### src/rename_params.svh
/*
  Sizing macros for the rename free-list subsystem
  Included by the package, every RTL module and the testbench
*/
`ifndef RENAME_PARAMS_SVH
`define RENAME_PARAMS_SVH

// ============================================================
// Pipeline width
// ============================================================
// Lanes per cycle, shared by allocation and commit
`define COMMIT_WIDTH 2

// ============================================================
// Register file sizes
// ============================================================
// Physical registers, also the depth of each free list
`define PHY_REG_NUM 64
// Architectural registers held by the committed map
`define ARCH_REG_NUM 32

`endif
### src/rename_pkg.sv
/*
  Index and count types shared by the rename free-list blocks
  Widths follow the sizing macros in the params header
*/
`default_nettype none
`include "rename_params.svh"

package rename_pkg;

  // Physical register index
  typedef logic [$clog2(`PHY_REG_NUM)-1:0] preg_t;

  // Architectural register index
  typedef logic [$clog2(`ARCH_REG_NUM)-1:0] areg_t;

  // Free-list occupancy, one extra bit so a full list fits
  typedef logic [$clog2(`PHY_REG_NUM):0] fl_cnt_t;

endpackage

`default_nettype wire

### src/rename_free_top.sv
/*
  Top level of the register-renaming free-list subsystem
  Rename side allocates from the speculative list, commit side frees through the map
*/
`timescale 1ns/1ns
`default_nettype none
`include "rename_params.svh"

module rename_free_top (
  input  logic                                   clk,
  input  logic                                   rst_n,
  // Rename side
  input  logic [`COMMIT_WIDTH-1:0]               alloc_req_i,
  output logic                                   alloc_ok_o,
  output rename_pkg::preg_t [`COMMIT_WIDTH-1:0]  alloc_preg_o,
  // Commit side
  input  logic [`COMMIT_WIDTH-1:0]               commit_valid_i,
  input  rename_pkg::areg_t [`COMMIT_WIDTH-1:0]  commit_areg_i,
  input  rename_pkg::preg_t [`COMMIT_WIDTH-1:0]  commit_preg_i,
  // Control and status
  input  logic                                   flush_i,
  output rename_pkg::fl_cnt_t                    spec_free_cnt_o
);

  import rename_pkg::*;

  // Frees from the committed map
  logic [`COMMIT_WIDTH-1:0]  free_valid;
  preg_t [`COMMIT_WIDTH-1:0] free_preg;

  // Architectural next state for flush restore
  preg_t [`PHY_REG_NUM-1:0]  arch_list_next;
  preg_t                     arch_head_next;
  fl_cnt_t                   arch_cnt_next;

  // ============================================================
  // Committed state
  // ============================================================
  arch_map_table u_arch_map_table (
    .clk            (clk),
    .rst_n          (rst_n),
    .commit_valid_i (commit_valid_i),
    .commit_areg_i  (commit_areg_i),
    .commit_preg_i  (commit_preg_i),
    .free_valid_o   (free_valid),
    .free_preg_o    (free_preg)
  );

  arch_free_list u_arch_free_list (
    .clk              (clk),
    .rst_n            (rst_n),
    .commit_valid_i   (commit_valid_i),
    .free_valid_i     (free_valid),
    .free_preg_i      (free_preg),
    .arch_list_next_o (arch_list_next),
    .arch_head_next_o (arch_head_next),
    .arch_cnt_next_o  (arch_cnt_next)
  );

  // Speculative list, restored from the committed side on flush
  spec_free_list u_spec_free_list (
    .clk          (clk),
    .rst_n        (rst_n),
    .flush_i      (flush_i),
    .alloc_req_i  (alloc_req_i),
    .alloc_ok_o   (alloc_ok_o),
    .alloc_preg_o (alloc_preg_o),
    .free_valid_i (free_valid),
    .free_preg_i  (free_preg),
    .arch_list_i  (arch_list_next),
    .arch_head_i  (arch_head_next),
    .arch_cnt_i   (arch_cnt_next),
    .free_cnt_o   (spec_free_cnt_o)
  );

endmodule

`default_nettype wire

### src/arch_map_table.sv
/*
  Committed architectural-to-physical register map
  Each commit lane looks up the mapping it replaces and hands it back as a free
*/
`timescale 1ns/1ns
`default_nettype none
`include "rename_params.svh"

module arch_map_table (
  input  logic                                   clk,
  input  logic                                   rst_n,
  input  logic [`COMMIT_WIDTH-1:0]               commit_valid_i,
  input  rename_pkg::areg_t [`COMMIT_WIDTH-1:0]  commit_areg_i,
  input  rename_pkg::preg_t [`COMMIT_WIDTH-1:0]  commit_preg_i,
  output logic [`COMMIT_WIDTH-1:0]               free_valid_o,
  output rename_pkg::preg_t [`COMMIT_WIDTH-1:0]  free_preg_o
);

  import rename_pkg::*;

  // One physical index per architectural register
  preg_t [`ARCH_REG_NUM-1:0] map_q;
  preg_t [`ARCH_REG_NUM-1:0] map_d;

  // ============================================================
  // Lookup and update in lane order
  // ============================================================
  always_comb begin
    map_d = map_q;
    for (int k = 0; k < `COMMIT_WIDTH; k++) begin
      // Lookup sees writes of lower lanes, same register in one cycle
      // frees the older lane's new mapping
      free_preg_o[k] = map_d[commit_areg_i[k]];
      if (commit_valid_i[k]) begin
        map_d[commit_areg_i[k]] = commit_preg_i[k];
      end
    end
  end

  // Every retiring instruction frees exactly one register
  assign free_valid_o = commit_valid_i;

  // ============================================================
  // Map storage
  // ============================================================
  always_ff @(posedge clk or negedge rst_n) begin
    if (!rst_n) begin
      // Identity mapping out of reset
      for (int i = 0; i < `ARCH_REG_NUM; i++) begin
        map_q[i] <= preg_t'(i);
      end
    end else begin
      map_q <= map_d;
    end
  end

endmodule

`default_nettype wire

### src/spec_free_list.sv
/*
  Speculative free list feeding rename allocation
  Grants up to COMMIT_WIDTH registers per cycle, takes back committed frees
  A flush reloads list, head and count from the architectural next state
*/
`timescale 1ns/1ns
`default_nettype none
`include "rename_params.svh"

module spec_free_list (
  input  logic                                   clk,
  input  logic                                   rst_n,
  input  logic                                   flush_i,
  input  logic [`COMMIT_WIDTH-1:0]               alloc_req_i,
  output logic                                   alloc_ok_o,
  output rename_pkg::preg_t [`COMMIT_WIDTH-1:0]  alloc_preg_o,
  input  logic [`COMMIT_WIDTH-1:0]               free_valid_i,
  input  rename_pkg::preg_t [`COMMIT_WIDTH-1:0]  free_preg_i,
  input  rename_pkg::preg_t [`PHY_REG_NUM-1:0]   arch_list_i,
  input  rename_pkg::preg_t                      arch_head_i,
  input  rename_pkg::fl_cnt_t                    arch_cnt_i,
  output rename_pkg::fl_cnt_t                    free_cnt_o
);

  import rename_pkg::*;

  // Queue storage and pointers
  preg_t [`PHY_REG_NUM-1:0] list_q;
  preg_t [`PHY_REG_NUM-1:0] list_d;
  preg_t                    head_q;
  preg_t                    head_d;
  preg_t                    tail_q;
  preg_t                    tail_d;
  fl_cnt_t                  cnt_q;
  fl_cnt_t                  cnt_d;

  // Lane bookkeeping
  fl_cnt_t                  req_cnt;
  fl_cnt_t                  grant_cnt;
  fl_cnt_t                  free_cnt;
  preg_t                    rd_idx;
  preg_t                    wr_idx;
  logic                     grant;

  // ============================================================
  // Allocation
  // ============================================================
  assign req_cnt = fl_cnt_t'($countones(alloc_req_i));

  // Level from the registered count, low with no request
  assign alloc_ok_o = (req_cnt != '0) && (cnt_q >= req_cnt);

  // Requests in a flush cycle are dropped
  assign grant     = alloc_ok_o && !flush_i;
  assign grant_cnt = grant ? req_cnt : '0;

  // Each requesting lane takes the next entry past earlier requesters
  always_comb begin
    rd_idx = head_q;
    for (int k = 0; k < `COMMIT_WIDTH; k++) begin
      alloc_preg_o[k] = list_q[rd_idx];
      if (alloc_req_i[k]) begin
        rd_idx = rd_idx + 1'b1;
      end
    end
  end

  // ============================================================
  // Frees and next state
  // ============================================================
  always_comb begin
    free_cnt = fl_cnt_t'($countones(free_valid_i));
    head_d   = preg_t'(head_q + grant_cnt);
    tail_d   = preg_t'(tail_q + free_cnt);
    cnt_d    = cnt_q - grant_cnt + free_cnt;

    // Tail slots lie outside the live range, no clash with reads
    list_d = list_q;
    wr_idx = tail_q;
    for (int i = 0; i < `COMMIT_WIDTH; i++) begin
      if (free_valid_i[i]) begin
        list_d[wr_idx] = free_preg_i[i];
        wr_idx         = wr_idx + 1'b1;
      end
    end
  end

  assign free_cnt_o = cnt_q;

  // ============================================================
  // State registers
  // ============================================================
  always_ff @(posedge clk or negedge rst_n) begin
    if (!rst_n) begin
      for (int i = 0; i < `PHY_REG_NUM; i++) begin
        list_q[i] <= preg_t'(i + `ARCH_REG_NUM);
      end
      head_q <= '0;
      tail_q <= preg_t'(`PHY_REG_NUM - `ARCH_REG_NUM);
      cnt_q  <= fl_cnt_t'(`PHY_REG_NUM - `ARCH_REG_NUM);
    end else if (flush_i) begin
      // Restore committed view, tail rebuilt from head plus count
      list_q <= arch_list_i;
      head_q <= arch_head_i;
      tail_q <= preg_t'(arch_head_i + arch_cnt_i);
      cnt_q  <= arch_cnt_i;
    end else begin
      list_q <= list_d;
      head_q <= head_d;
      tail_q <= tail_d;
      cnt_q  <= cnt_d;
    end
  end

endmodule

`default_nettype wire

### src/arch_free_list.sv
/*
  Committed free list of physical registers
  Head follows retirement in allocation order, tail collects freed registers
  Next state goes out so the speculative list can copy it on a flush
*/
`timescale 1ns/1ns
`default_nettype none
`include "rename_params.svh"

module arch_free_list (
  input  logic                                   clk,
  input  logic                                   rst_n,
  input  logic [`COMMIT_WIDTH-1:0]               commit_valid_i,
  input  logic [`COMMIT_WIDTH-1:0]               free_valid_i,
  input  rename_pkg::preg_t [`COMMIT_WIDTH-1:0]  free_preg_i,
  output rename_pkg::preg_t [`PHY_REG_NUM-1:0]   arch_list_next_o,
  output rename_pkg::preg_t                      arch_head_next_o,
  output rename_pkg::fl_cnt_t                    arch_cnt_next_o
);

  import rename_pkg::*;

  // Queue storage and pointers
  preg_t [`PHY_REG_NUM-1:0] list_q;
  preg_t [`PHY_REG_NUM-1:0] list_d;
  preg_t                    head_q;
  preg_t                    head_d;
  preg_t                    tail_q;
  preg_t                    tail_d;
  fl_cnt_t                  cnt_q;
  fl_cnt_t                  cnt_d;

  // Per-cycle lane counts and write cursor
  fl_cnt_t                  commit_cnt;
  fl_cnt_t                  free_cnt;
  preg_t                    wr_idx;

  // ============================================================
  // Next state
  // ============================================================
  always_comb begin
    commit_cnt = fl_cnt_t'($countones(commit_valid_i));
    free_cnt   = fl_cnt_t'($countones(free_valid_i));

    // Commits retire the oldest allocations, so head moves by commit count
    // Depth is a power of two, pointers wrap on overflow
    head_d = preg_t'(head_q + commit_cnt);
    tail_d = preg_t'(tail_q + free_cnt);
    cnt_d  = cnt_q - commit_cnt + free_cnt;

    // Freed registers packed at the tail in lane order
    list_d = list_q;
    wr_idx = tail_q;
    for (int i = 0; i < `COMMIT_WIDTH; i++) begin
      if (free_valid_i[i]) begin
        list_d[wr_idx] = free_preg_i[i];
        wr_idx         = wr_idx + 1'b1;
      end
    end
  end

  // Flush source for the speculative list
  assign arch_list_next_o = list_d;
  assign arch_head_next_o = head_d;
  assign arch_cnt_next_o  = cnt_d;

  // ============================================================
  // State registers
  // ============================================================
  always_ff @(posedge clk or negedge rst_n) begin
    if (!rst_n) begin
      // Registers above the architectural range start out free
      for (int i = 0; i < `PHY_REG_NUM; i++) begin
        list_q[i] <= preg_t'(i + `ARCH_REG_NUM);
      end
      head_q <= '0;
      tail_q <= preg_t'(`PHY_REG_NUM - `ARCH_REG_NUM);
      cnt_q  <= fl_cnt_t'(`PHY_REG_NUM - `ARCH_REG_NUM);
    end else begin
      list_q <= list_d;
      head_q <= head_d;
      tail_q <= tail_d;
      cnt_q  <= cnt_d;
    end
  end

endmodule

`default_nettype wire

### config.mk
export PLATFORM = sky130hd
export DESIGN_NAME = rename_free_top
export DESIGN_NICKNAME = d
export VERILOG_FILES = /design/src/rename_pkg.sv /design/src/rename_free_top.sv /design/src/arch_map_table.sv /design/src/spec_free_list.sv /design/src/arch_free_list.sv
export VERILOG_INCLUDE_DIRS = /design/src
export SDC_FILE = /design/constraint.sdc
export NUM_CORES = 2
export LEC_CHECK = 0
export BUFFER_PORTS_ARGS = -buffer_cell sky130_fd_sc_hd__buf_2
export CAP_MARGIN = 20
export CORE_UTILIZATION = 30
export DETAILED_ROUTE_END_ITERATION = 10
export PLACE_DENSITY = 0.54
export RECOVER_POWER = 25
export SLEW_MARGIN = 25
export SYNTH_ARGS = -nofsm -noshare
export SYNTH_HDL_FRONTEND = slang
export SYNTH_SLANG_ARGS = --single-unit
### constraint.sdc
create_clock -name clk -period 4.95 [get_ports clk]
set_clock_uncertainty 0.15 [all_clocks]
set_input_delay 0.7425 -clock clk [delete_from_list [all_inputs] [get_ports clk]]
set_output_delay 0.7425 -clock clk [all_outputs]
set_load 0.05 [all_outputs]
==> summary.md <==
| Metric | Value |
|---|---|
| Status | finished, violations left |
| Failing checks | capacitance limit, slew limit, setup timing |
| Die Ht | 459.7 microns |
| Max cap viols | 1 |
| Post-Syn Nets | slightly below 7000 |
| Post-route DRC | 0 |
| Synth top area share | approximately a fifth |
| Via-to-Cell Ratio | roughly 6 |
| Wire per inst | a little under 30 microns |
| Seq cells post-synth | between 900 and 1000 |
| Hold_sp | commit_preg_i[5] |
| CTS tree | done |
| H-tree Lvls | 3 |
| Asr flop ratio synth | 100.0% |
| Clock Path Buffers | 3 |
| Rows | between 150 and 200 |
| Root Buffer | clkbuf_16 |
| Cell Area, Synth | roughly 63000 sq um |
| Initial antenna violation count | 15 |
| WP data required | about 4.1 ns |
| Overall Global Routing Usage | 26.87% |
| Worst skew pair latency | a little over 0.8 ns |
| Final setup vio count | 3 |
| Post-synth EDFFs | 0 |
| Met3 WL | ~25000 microns |
| Unrepaired setup endpoints after global routing | true |
| Post-synthesis sequential area ratio | between 40% and 50% |
| Leading post-synthesis cells by cell area | dfrtp_1, dfstp_2, a211oi_1 |
| Routed WL | ~290000 microns |
| Worst setup EP type | output pin |
| Core box area | between 200000 and 250000 sq um |
| Slew Limit Fails | 55 |
| CP max FO | 11 |
| Arrival time worst endpoint | 4.11 ns |
| P_leak | approximately 32 nW |
| Hold Crit Class | primary input to flop |
| Tmin final | 5.000 ns |
| Pwr Density | approximately 650 nW/um^2 |
| M1 wire length | ~120000 microns |
| Top-count cell post-synth | nor2_1 |
| Metal2 WL | 127600 microns |
| Dpl hpwl | just over 200000 microns |
| Synth Warn # | 0 |
| Maximum VDD drop | slightly below 0.8 mV |
| Total number of vias | between 50000 and 60000 |
| R2r startpoint | u_spec_free_list.free_cnt_o[1] |
| Startpoint type of the worst setup path | flop |
| Final period utilization | 101.0% |
| 1st-pass router iterations | 6 |
| I/O Buffers | 48 |
| Number of global-route vias before repair | about 56000 |
| Top Metal Used | met5 |
| ANT nets after route | 0 |
| Ratio of cells with drive above 1 in the final layout | about 28% |
| Synth cell types | 93 |
| Layout Nets | ~7100 |
| Largest area contributor in the netlist | dfrtp_1 |
| CTS Sinks | 998 |
| Crit path from | u_spec_free_list.head_q[0] |
| IO Count | 49 |
| Synth Instances | 6687 |
| Ys flop type | dfrtp_1 |
| Synth-to-Final Area Change | 20.21% |
| Power Total | approximately 49 mW |
| Slew at the pin with the worst max-slew slack | 3.523 ns |
| Clock transition at path regs | around 0.06 ns |
| Final worst slack | -0.05040 ns |
| Initial core utilization | around 30% |
| Fmax | approximately 0.20 GHz |
| Post-synth top cells | nor2_1, a211oi_1, a21oi_1, dfrtp_1, clkbuf_1 |
| Largest net degree at the start of global routing | approximately 200 |
| Syn_area_per_cell | between 9 and 10 sq um |
| Die width | about 460 microns |
| First-pass GRT wire length | 418000 microns |
| Overflow after GRT | 0 |
| Cts bufs inserted | 119 |
| Relative slew slack | -134.9% |
| Die ar. | roughly 210000 sq um |
| Hold Fails Final Rpt | 0 |
| Iteration-0 DRC Markers | 7165 |
| Place WS | just over 0.2 ns |
| Worst Setup Path Type | flop to output pin |
| Global placement routability congestion | between 1 and 1.5 |
==> sequential cells by signal, indices dropped and copies added, names as in the netlist <==
signal,count
u_spec_free_list.head_q,6
u_spec_free_list.free_cnt_o,7
u_arch_free_list.head_q,6
u_arch_free_list.cnt_q,7
u_spec_free_list.list_q,384
u_arch_free_list.tail_q,6
u_arch_map_table.map_q,192
u_arch_free_list.list_q,384
u_spec_free_list.tail_q,6
==> cell type report <==
type	instances	area (sq um)
antenna	13	32.53
clock buffer	183	3508
clock inverter	44	501.7
fill	20840	132100
inverter	48	181.4
multi-input combinational	4865	34080
sequential	998	25570
tap	2788	3488
timing repair buffer	953	8203
==> layout by cell type, fill, tap and decap left out, drive strengths merged, types with 10 or more instances in the layout <==
| cell type | netlist | routed |
|---|---|---|
| and2 | 14 | 14 |
| a31oi | 50 | 50 |
| o21ai | 135 | 135 |
| inv | 48 | 52 |
| diode | 0 | 13 |
| nand3 | 89 | 89 |
| and3 | 29 | 29 |
| dfstp | 468 | 468 |
| nand3b | 10 | 10 |
| mux2i | 103 | 103 |
| a32o | 12 | 12 |
| nor3 | 43 | 43 |
| a22oi | 37 | 37 |
| a21boi | 12 | 12 |
| a2111oi | 10 | 10 |
| clkbuf | 518 | 191 |
| a211oi | 1079 | 1079 |
| dfrtp | 530 | 530 |
| a21oi | 651 | 651 |
| mux4 | 283 | 283 |
| a22o | 34 | 34 |
| and3b | 11 | 11 |
| nor4 | 25 | 25 |
| nand2 | 354 | 354 |
| clkinv | 0 | 30 |
| nor2b | 16 | 16 |
| o22ai | 28 | 28 |
| xor2 | 23 | 23 |
| nand4 | 33 | 33 |
| a31o | 10 | 10 |
| mux2 | 44 | 44 |
| a21o | 340 | 340 |
| xnor2 | 30 | 30 |
| ha | 42 | 42 |
| nand2b | 11 | 11 |
| nor2 | 1126 | 1126 |
| nor3b | 24 | 24 |
| buf | 258 | 942 |
==> report_power, final <==
| group | switching [mW] | internal, mW | total, mW |
|---|---|---|---|
| Combinational | 13.1 | 10.8 | 23.9 |
| Sequential | 3.19 | 12.8 | 16.0 |
| Clock | 3.95 | 5.21 | 9.15 |
| Total | 20.2 | 28.8 | 49.0 |
==> metrics by stage <==
stage | instance area [sq um] | std cells | setup TNS [ns] | utilization, % | hold WS, ns
6_report | 75560 | 9892 | -0.09448 | 36.38 | 0.2393
3_5_place_dp | 71340 | 9639 | 0 | 34.35 | 0.3511
2_1_floorplan | 62860 | 6687 | 0 | - | 0.2969
4_1_cts | 75530 | 9874 | 0 | 36.36 | 0.1877
5_1_grt | 75540 | 9882 | -0.08382 | 36.37 | 0.2347
3_3_place_gp | 71340 | 9639 | 0 | 34.35 | 0.3450
==> path summary, 6_finish.rpt <==
check	endpoint	cells past startpoint	slack, ns
max	alloc_preg_o[11]	10	-0.05
min	u_arch_map_table.map_q[89]	3	0.24
max reg2reg	u_spec_free_list.free_cnt_o[6]	19	1.03
min reg2reg	u_arch_map_table.map_q[43]	2	0.36
max in group asynchronous	u_arch_map_table.map_q[151]	3	0.56
min in group asynchronous	u_spec_free_list.list_q[36]	2	1.66
==> metal layers <==
| layer | up-vias | track usage [%] |
|---|---|---|
| met5 | - | 0 |
| met4 | 18 | 15.52 |
| met3 | 758 | 4.993 |
| met2 | 3274 | 40.91 |
| met1 | 29910 | 35.57 |
| li1 | 25600 | - |
==> kinds of logic after synthesis <==
group / share of synthesized area, %
multiplexers: 12.57
flip-flops: 40.66
AND/OR/NAND/NOR: 12.52
buffers and inverters: 5.544
AO/OA/AOI/OAI: 26.90
adder cells (fa/ha/maj): 1.059
XOR/XNOR: 0.7385
==> critical path: stages, from the launching register on <==
cell and delay, ns:
dfrtp_4 0.56, ha_1 0.35, mux2i_4 0.27, buf_4 0.21, clkbuf_16 0.20, mux4_2 0.34, mux4_2 0.58, a22oi_1 0.25
buf_4 0.19, nand2_1 0.13, buf_4 0.23
==> what timing repair did <==
action,4_1_cts,5_1_grt
pin swaps,1,5
hold endpoints to repair,23,0
buffers inserted,5,4
hold buffers,1,0
gates resized for setup,10,14
endpoints found under the setup margin,8,7
cloned,2,1
Power figures use the tool's default switching activity.
